## config.mk

```make
export PLATFORM = sky130hd
export DESIGN_NAME = l2_write_path
export DESIGN_NICKNAME = d
export VERILOG_FILES = /design/src/l2_bus_pkg.sv /design/src/l2_wpath_pkg.sv /design/src/write_buffer.sv /design/src/write_path_fsm.sv /design/src/write_arbiter.sv /design/src/l2_write_path.sv
export SDC_FILE = /design/constraint.sdc
export NUM_CORES = 1
export LEC_CHECK = 0
export CAP_MARGIN = 20
export CORE_MARGIN = 2
export CORE_UTILIZATION = 46
export CTS_CLUSTER_SIZE = 20
export DETAILED_ROUTE_END_ITERATION = 7
export DONT_BUFFER_PORTS = 1
export PLACE_DENSITY = 0.69
export SETUP_SLACK_MARGIN = 0.3
export SLEW_MARGIN = 20
export SYNTH_ARGS = -nofsm -noshare
export SYNTH_HDL_FRONTEND = slang
export SYNTH_SLANG_ARGS = --single-unit
export TNS_END_PERCENT = 5
```

## constraint.sdc

```tcl
create_clock -name clk -period 13.35 [get_ports clk]
set_input_delay 1.335 -clock clk [delete_from_list [all_inputs] [get_ports clk]]
set_output_delay 1.335 -clock clk [all_outputs]
set_load 0.01 [all_outputs]
```

## src/l2_bus_pkg.sv

```systemverilog
package l2_bus_pkg;

    // address and data path of the memory-side write channel
    localparam int ADDR_WIDTH = 32;
    localparam int DATA_WIDTH = 32;
    localparam int STRB_WIDTH = DATA_WIDTH / 8;

    // burst length field, beats minus one
    localparam int LEN_WIDTH = 8;

    // bytes per beat as log2, same coding as the AXI size field
    typedef enum logic [2:0] {
        SIZE_BYTE = 3'd0,
        SIZE_HALF = 3'd1,
        SIZE_WORD = 3'd2
    } axi_size_e;

endpackage

```

## src/l2_wpath_pkg.sv

```systemverilog
package l2_wpath_pkg;

    import l2_bus_pkg::*;

    // one cache line, sent as a burst of bus words
    localparam int OFFSET_WIDTH = 2;
    localparam int LINE_WORDS = 1 << OFFSET_WIDTH;
    localparam int LINE_WIDTH = LINE_WORDS * DATA_WIDTH;

    // owner of the write channel
    typedef enum logic [4:0] {
        ST_IDLE   = 5'd0,
        ST_DMA_AW = 5'd1,
        ST_DMA_W  = 5'd2,
        ST_DMA_R  = 5'd3,
        ST_WRT_W  = 5'd4
    } wpath_state_e;

endpackage

```

## src/write_buffer.sv

```systemverilog
`timescale 1ns/1ps

module write_buffer
    import l2_bus_pkg::*, l2_wpath_pkg::*;
(
    input  logic                  clk,
    input  logic                  reset,
    input  logic                  wrt_req,
    input  logic [ADDR_WIDTH-1:0] addr_l2cache_wrt_w,
    input  logic [LINE_WIDTH-1:0] dout_l2cache_wrt,
    input  logic                  axi_wrt_awready,
    input  logic                  axi_wrt_wready,
    input  logic                  axi_wrt_bvalid,
    output logic                  wrt_l2cache_addrOK_w,
    output logic                  wrt_busy,
    output logic [ADDR_WIDTH-1:0] wrt_axi_addr,
    output logic [DATA_WIDTH-1:0] wrt_axi_data,
    output logic                  wrt_axi_valid,
    output logic                  wrt_axi_wvalid,
    output logic                  wrt_axi_last,
    output logic                  wrt_axi_bready
);

    typedef enum logic [1:0] {
        WB_EMPTY,
        WB_ADDR,
        WB_DATA,
        WB_RESP
    } wb_phase_e;

    wb_phase_e               phase;
    logic [OFFSET_WIDTH-1:0] beat_cnt;
    logic [ADDR_WIDTH-1:0]   addr_q;
    logic [LINE_WIDTH-1:0]   line_q;
    logic                    last_beat;

    // take a line only when nothing is held
    assign wrt_l2cache_addrOK_w = wrt_req && (phase == WB_EMPTY);
    assign wrt_busy             = (phase != WB_EMPTY);

    assign last_beat = (beat_cnt == OFFSET_WIDTH'(LINE_WORDS - 1));

    assign wrt_axi_addr   = addr_q;
    assign wrt_axi_data   = line_q[beat_cnt*DATA_WIDTH +: DATA_WIDTH];
    assign wrt_axi_valid  = (phase == WB_ADDR);
    assign wrt_axi_wvalid = (phase == WB_DATA);
    assign wrt_axi_last   = (phase == WB_DATA) && last_beat;
    assign wrt_axi_bready = (phase == WB_RESP);

    always_ff @(posedge clk) begin
        if (reset) begin
            phase    <= WB_EMPTY;
            beat_cnt <= '0;
        end else begin
            case (phase)
                WB_EMPTY: begin
                    if (wrt_req) begin
                        phase <= WB_ADDR;
                    end
                end
                WB_ADDR: begin
                    if (axi_wrt_awready) begin
                        phase    <= WB_DATA;
                        beat_cnt <= '0;
                    end
                end
                WB_DATA: begin
                    if (axi_wrt_wready) begin
                        if (last_beat) begin
                            phase <= WB_RESP;
                        end else begin
                            beat_cnt <= beat_cnt + 1'b1;
                        end
                    end
                end
                default: begin
                    // buffer frees up once the response is taken
                    if (axi_wrt_bvalid) begin
                        phase <= WB_EMPTY;
                    end
                end
            endcase
        end
    end

    // line payload loaded on acceptance
    always_ff @(posedge clk) begin
        if (wrt_l2cache_addrOK_w) begin
            addr_q <= addr_l2cache_wrt_w;
            line_q <= dout_l2cache_wrt;
        end
    end

    // counter never wraps past the last word within a burst
    a_beat_in_range: assert property (
        @(posedge clk) disable iff (reset)
        (phase == WB_DATA && $past(phase == WB_DATA)) |-> (beat_cnt >= $past(beat_cnt))
    );

    // a held line is never overwritten while busy
    a_ok_only_when_free: assert property (
        @(posedge clk) disable iff (reset)
        (wrt_busy && $past(wrt_busy)) |-> ($stable(addr_q) && $stable(line_q))
    );

endmodule

```

## src/write_path_fsm.sv

```systemverilog
`timescale 1ns/1ps

module write_path_fsm
    import l2_bus_pkg::*, l2_wpath_pkg::*;
(
    input  logic         clk,
    input  logic         reset,
    input  logic         l2cache_mem_req_w,
    input  logic         dma_sign,
    input  logic         wrt_busy,
    input  logic         l2_waddrOK,
    input  logic         l2_wready,
    input  logic         l2_bvalid,
    output wpath_state_e crt
);

    wpath_state_e nxt;

    always_comb begin
        nxt = crt;
        case (crt)
            ST_IDLE: begin
                // a line in flight always goes out first
                if (wrt_busy) begin
                    nxt = ST_WRT_W;
                end else if (l2cache_mem_req_w && dma_sign) begin
                    nxt = ST_DMA_AW;
                end
            end
            ST_DMA_AW: begin
                if (l2_waddrOK) begin
                    nxt = ST_DMA_W;
                end
            end
            ST_DMA_W: begin
                if (l2_wready) begin
                    nxt = ST_DMA_R;
                end
            end
            ST_DMA_R: begin
                if (l2_bvalid) begin
                    nxt = ST_IDLE;
                end
            end
            ST_WRT_W: begin
                if (!wrt_busy) begin
                    nxt = ST_IDLE;
                end
            end
            default: begin
                nxt = ST_IDLE;
            end
        endcase
    end

    always_ff @(posedge clk) begin
        if (reset) begin
            crt <= ST_IDLE;
        end else begin
            crt <= nxt;
        end
    end

    // uncached request gets the channel once the buffer is drained
    a_dma_start: assert property (
        @(posedge clk) disable iff (reset)
        (crt == ST_IDLE && l2cache_mem_req_w && dma_sign && !wrt_busy)
            |=> (crt == ST_DMA_AW)
    );

endmodule

```

## src/write_arbiter.sv

```systemverilog
`timescale 1ns/1ps

module write_arbiter
    import l2_bus_pkg::*, l2_wpath_pkg::*;
(
    input  wpath_state_e          crt,
    // cache side
    input  logic [ADDR_WIDTH-1:0] addr_l2cache_mem_w,
    input  logic [LINE_WIDTH-1:0] dout_l2cache_mem,
    input  logic                  l2cache_mem_req_w,
    input  axi_size_e             l2cache_mem_size,
    input  logic                  dma_sign,
    output logic                  mem_l2cache_addrOK_w,
    // bus side
    output logic                  l2_wvalid,
    input  logic                  l2_waddrOK,
    output logic [ADDR_WIDTH-1:0] l2_waddr,
    output logic [LEN_WIDTH-1:0]  l2_len,
    output axi_size_e             l2_wsize,
    output logic [STRB_WIDTH-1:0] l2_wstrb,
    output logic                  l2_wwvalid,
    output logic [DATA_WIDTH-1:0] l2_wdata,
    output logic                  l2_wlast,
    input  logic                  l2_wready,
    input  logic                  l2_bvalid,
    output logic                  l2_bready,
    // write buffer side
    output logic                  wrt_req,
    output logic [ADDR_WIDTH-1:0] addr_l2cache_wrt_w,
    output logic [LINE_WIDTH-1:0] dout_l2cache_wrt,
    input  logic                  wrt_l2cache_addrOK_w,
    input  logic [ADDR_WIDTH-1:0] wrt_axi_addr,
    input  logic [DATA_WIDTH-1:0] wrt_axi_data,
    input  logic                  wrt_axi_valid,
    input  logic                  wrt_axi_wvalid,
    input  logic                  wrt_axi_last,
    input  logic                  wrt_axi_bready,
    output logic                  axi_wrt_awready,
    output logic                  axi_wrt_wready,
    output logic                  axi_wrt_bvalid
);

    logic [STRB_WIDTH-1:0] dma_strb;
    logic                  dma_state;

    assign dma_state = (crt == ST_DMA_AW) || (crt == ST_DMA_W) || (crt == ST_DMA_R);

    // byte lanes of an uncached write
    always_comb begin
        dma_strb = '0;
        case (l2cache_mem_size)
            SIZE_BYTE: dma_strb = STRB_WIDTH'(1) << addr_l2cache_mem_w[1:0];
            SIZE_HALF: dma_strb = addr_l2cache_mem_w[1] ? 4'b1100 : 4'b0011;
            SIZE_WORD: dma_strb = '1;
            default:   dma_strb = '0;
        endcase

        if (dma_state && l2cache_mem_req_w) begin
            a_dma_aligned: assert (
                (l2cache_mem_size == SIZE_BYTE) ||
                (l2cache_mem_size == SIZE_HALF && !addr_l2cache_mem_w[0]) ||
                (l2cache_mem_size == SIZE_WORD && addr_l2cache_mem_w[1:0] == 2'b00)
            );
        end
    end

    always_comb begin
        mem_l2cache_addrOK_w = 1'b0;
        l2_wvalid            = 1'b0;
        l2_waddr             = '0;
        l2_len               = '0;
        l2_wsize             = SIZE_BYTE;
        l2_wstrb             = '0;
        l2_wwvalid           = 1'b0;
        l2_wdata             = '0;
        l2_wlast             = 1'b0;
        l2_bready            = 1'b0;
        wrt_req              = 1'b0;
        addr_l2cache_wrt_w   = '0;
        dout_l2cache_wrt     = '0;
        axi_wrt_awready      = 1'b0;
        axi_wrt_wready       = 1'b0;
        axi_wrt_bvalid       = 1'b0;

        case (crt)
            ST_IDLE, ST_WRT_W: begin
                // buffer owns the bus, cache line requests go to the buffer
                wrt_req              = l2cache_mem_req_w && !dma_sign;
                addr_l2cache_wrt_w   = addr_l2cache_mem_w;
                dout_l2cache_wrt     = dout_l2cache_mem;
                mem_l2cache_addrOK_w = wrt_l2cache_addrOK_w;

                l2_len     = LEN_WIDTH'(LINE_WORDS - 1);
                l2_wsize   = SIZE_WORD;
                l2_wstrb   = '1;
                l2_waddr   = wrt_axi_addr;
                l2_wdata   = wrt_axi_data;
                l2_wvalid  = wrt_axi_valid;
                l2_wwvalid = wrt_axi_wvalid;
                l2_wlast   = wrt_axi_last;
                l2_bready  = wrt_axi_bready;

                axi_wrt_awready = l2_waddrOK;
                axi_wrt_wready  = l2_wready;
                axi_wrt_bvalid  = l2_bvalid;
            end
            ST_DMA_AW: begin
                l2_waddr  = addr_l2cache_mem_w;
                l2_wsize  = l2cache_mem_size;
                l2_wstrb  = dma_strb;
                l2_wvalid = 1'b1;
            end
            ST_DMA_W: begin
                // word 0 of the line bus, bytes already in lane
                l2_waddr   = addr_l2cache_mem_w;
                l2_wsize   = l2cache_mem_size;
                l2_wstrb   = dma_strb;
                l2_wdata   = dout_l2cache_mem[DATA_WIDTH-1:0];
                l2_wwvalid = 1'b1;
                l2_wlast   = 1'b1;
            end
            ST_DMA_R: begin
                l2_waddr             = addr_l2cache_mem_w;
                l2_wsize             = l2cache_mem_size;
                l2_wstrb             = dma_strb;
                l2_bready            = 1'b1;
                mem_l2cache_addrOK_w = l2_bvalid;
            end
            default: ;
        endcase

        a_last_with_valid: assert (!l2_wlast || l2_wwvalid);
    end

endmodule

```

## src/l2_write_path.sv

```systemverilog
`timescale 1ns/1ps

module l2_write_path
    import l2_bus_pkg::*, l2_wpath_pkg::*;
(
    input  logic                  clk,
    input  logic                  reset,
    // cache request
    input  logic                  l2cache_mem_req_w,
    input  logic [ADDR_WIDTH-1:0] addr_l2cache_mem_w,
    input  logic [LINE_WIDTH-1:0] dout_l2cache_mem,
    input  axi_size_e             l2cache_mem_size,
    input  logic                  dma_sign,
    output logic                  mem_l2cache_addrOK_w,
    // memory write channel
    output logic                  l2_wvalid,
    input  logic                  l2_waddrOK,
    output logic [ADDR_WIDTH-1:0] l2_waddr,
    output logic [LEN_WIDTH-1:0]  l2_len,
    output axi_size_e             l2_wsize,
    output logic [STRB_WIDTH-1:0] l2_wstrb,
    output logic                  l2_wwvalid,
    output logic [DATA_WIDTH-1:0] l2_wdata,
    output logic                  l2_wlast,
    input  logic                  l2_wready,
    input  logic                  l2_bvalid,
    output logic                  l2_bready
);

    wpath_state_e          crt;
    logic                  wrt_busy;
    logic                  wrt_req;
    logic [ADDR_WIDTH-1:0] addr_l2cache_wrt_w;
    logic [LINE_WIDTH-1:0] dout_l2cache_wrt;
    logic                  wrt_l2cache_addrOK_w;
    logic [ADDR_WIDTH-1:0] wrt_axi_addr;
    logic [DATA_WIDTH-1:0] wrt_axi_data;
    logic                  wrt_axi_valid;
    logic                  wrt_axi_wvalid;
    logic                  wrt_axi_last;
    logic                  wrt_axi_bready;
    logic                  axi_wrt_awready;
    logic                  axi_wrt_wready;
    logic                  axi_wrt_bvalid;

    write_path_fsm u_fsm (
        .clk               (clk),
        .reset             (reset),
        .l2cache_mem_req_w (l2cache_mem_req_w),
        .dma_sign          (dma_sign),
        .wrt_busy          (wrt_busy),
        .l2_waddrOK        (l2_waddrOK),
        .l2_wready         (l2_wready),
        .l2_bvalid         (l2_bvalid),
        .crt               (crt)
    );

    write_arbiter u_arbiter (.*);

    write_buffer u_wbuf (.*);

endmodule

```

==> metrics.yaml <==
outcome: "finished clean"
path_cells: "or2_4 -> inv_6 -> buf_4 -> a22o_1"
cp_slowest_cell: "buf_4"
crit_path_start_kind: "flip-flop"
drc_errors: 0
ys.flop_type: "edfxtp_1"
tns_ns: 0
r2r_cells: 6
vias: 4616
h-tree-depth: 4
cts.path.max_buffers: 2
initial_core_util_pct: 47.2
finalHoldViolations: 0
die_h_um: 137
grt_setup_unrepaired: "no"
dp_slack_ns: 9.19
ys_types: 41
max_freq_ghz: 0.225
setup_viol: 0
ant_nets: 0
clock_latency_ns: 0.41
gp_congestion: 0.762
worst_pin_slew_ns: 1.07
fin_crit_sh_pct: 33.3
grt_pass1_wl_um: 24900
synth-edff-count: 160
max-slew-margin-rel_pct: 28.8
placement_rows: 48
async_flop_share_pct: 0
min_to: "u_wbuf.phase[0]"
min_period_ns: 4.44
grt_util_all_layers_pct: 17.7
hold_path.class: "reg -> reg"
antenna_found_initial: 7
core_mm2: 0.0173
fin_util_pct: 50.8
whs_path_depth: 2
drt_pass1_iterations: 5
r2r_end: "u_wbuf.phase[1]"
power.density_mw_per_mm2: 202
cts_buffers: 17
post_cts_buffers: 0
cts_tree: "yes"
yosys_warnings: 0
routed_via_density: 5.57
crit_buf_inv: 2
die_area_mm2: 0.0188
setup_ws_ns: 8.91
synthToLayoutAreaGrowth_pct: 7.62
critPathArrivalTime_ns: 3.10
ctsRootBufferMaster: "clkbuf_16"
clk_pin_slew_worst_paths_ns: 0.07
final_area_mm2: 0.00879
fp.dieW_um: 137
top_layer: "met5"
grt_pass1_vias: 4627
cp.required_ns: 12.02
max_cap_violations: 0
fin_nets: 762
drtIter0Drc: 295
route.final.wire_length_um: 17000
placedInstanceArea_mm2: 0.00824
cts_hold_buffers: 0
ioPinCount: 254
slew_viol_final: 0
avgSynthCellArea_um2: 13.3
nFillCells: 1499
min_from: "u_wbuf.phase[0]"
gr-total-overflow: 0
met3_wirelength_um: 1420
ys_ff_latch: 167
max_stage_delay_ns: 0.85
drive_gt1_share_pct: 12.2
portBuffers: 0
cpLargestDelayFamily: "buffers and inverters"
r2r-start: "u_fsm.crt[0]"
synth_area_mm2: 0.00817
rrSetupSlack_ns: 10.09
synthCells: 615
cts.sinks: 167
endpoint_kind: "output pin"
peakVddDrop_uv: 115
grt_max_degree: 132
dp_hpwl_um: 11300
wl_per_cell_um: 20.6
crit_type: "reg -> out"
worstPathMaxFanout: 131
drt-met1-wl_um: 6960
cts_resized: 0
fin_worst_skew_ns: 0.00994
path_depth: 4
ys_seq_area_share_pct: 60.6
wl_met2_um: 8430
power_leakage_nw: 3.04
[metrics by stage]
step	hold WS [ns]	instances	total power, mW
2_1_floorplan	0.485	620	1.26
3_3_place_gp	0.498	793	1.32
3_5_place_dp	0.529	793	1.34
4_1_cts	0.539	823	1.80
5_1_grt	0.579	828	1.88
6_report	0.535	828	1.78
[where the power goes]
part           switching [mW]  internal [mW]
combinational           0.336          0.196
clock                   0.195          0.255
sequential             0.0439          0.749
[tightest hold or removal path: stages, from the launching register on]
cell      delay [ns]
dfxtp_1         0.34
nand2b_1        0.08
mux2i_1         0.06
[cell type report]
cell class	count	area, µm²	area share, %
tap	225	282	3.20
multi-input combinational	390	2950	33.6
inverter	8	35.0	0.399
antenna	5	12.5	0.142
sequential	167	4950	56.3
clock inverter	11	101	1.15
clock buffer	19	433	4.93
timing repair buffer	3	22.5	0.256
[routing by layer]
metal	track usage [%]	up-vias
met5	0	-
met3	6.25	17
li1	-	2151
met1	22.0	2246
met4	5.61	4
met2	29.0	198
[how the worst max path moves through the flow]
stage                  from                    to  slack [ns]
2_1_floorplan      dma_sign  mem_l2cache_addrOK_w        6.22
3_3_place_gp       dma_sign  mem_l2cache_addrOK_w        9.30
3_5_place_dp       dma_sign  mem_l2cache_addrOK_w        9.19
4_1_cts        u_fsm.crt[0]          l2_wdata[10]        8.92
5_1_grt        u_fsm.crt[0]             l2_bready        8.63
6_report       u_fsm.crt[0]          l2_wdata[10]        8.91
[placed cells by master, fill, tap and decap left out, types with 2 or more instances in the layout]
cell type,n
a21o_1,2
clkinvlp_4,3
inv_6,4
o21ai_0,6
nand3b_1,31
nor2b_1,3
o2111ai_1,2
clkbuf_16,17
a22o_1,32
nand2b_1,6
and2_1,159
clkbuf_1,2
mux2i_1,2
buf_4,3
o21bai_1,2
dfxtp_2,2
conb_1,6
edfxtp_1,160
nand2_1,70
a21oi_1,5
nor3_1,3
dfxtp_1,5
diode_2,5
ha_1,5
inv_1,7
clkinv_2,2
o22ai_1,2
nor2_1,6
mux4_2,32
[cells by family (layout without fill, tap and decap cells)]
group           Yosys count  count (layout)  synth area share, %
other cells               1              11               0.0459
simple gates            286             286                 20.2
flops                   167             167                 60.6
fa+ha+maj                 5               5                0.766
mux                      34              34                 9.07
buf+inv                  63              41                 3.62
compound gates           59              59                 5.72
[Yosys cell counts (3+ instances only)]
master	count	share of area (%)
nor3_1	3	0.18
a22o_1	32	3.4
ha_1	5	0.77
o21ai_0	6	0.37
nor2b_1	3	0.23
buf_2	13	0.80
a21oi_1	5	0.31
nand2_1	70	3.2
clkbuf_1	29	1.3
edfxtp_1	160	59
mux4_2	32	8.8
nor2_1	7	0.32
nand3b_1	31	2.9
dfxtp_1	7	1.7
nand2b_1	6	0.46
buf_1	3	0.14
and2_1	160	12
inv_1	7	0.32
buf_4	9	0.83
[flip-flops by register name, summed over array words and instances, names as in the netlist]
| signal | flops |
|---|---|
| u_wbuf.wrt_axi_addr | 32 |
| u_wbuf.beat_cnt | 2 |
| u_fsm.crt | 3 |
| u_wbuf.phase | 2 |
| u_wbuf.line_q | 128 |
Power figures use the tool's default switching activity.
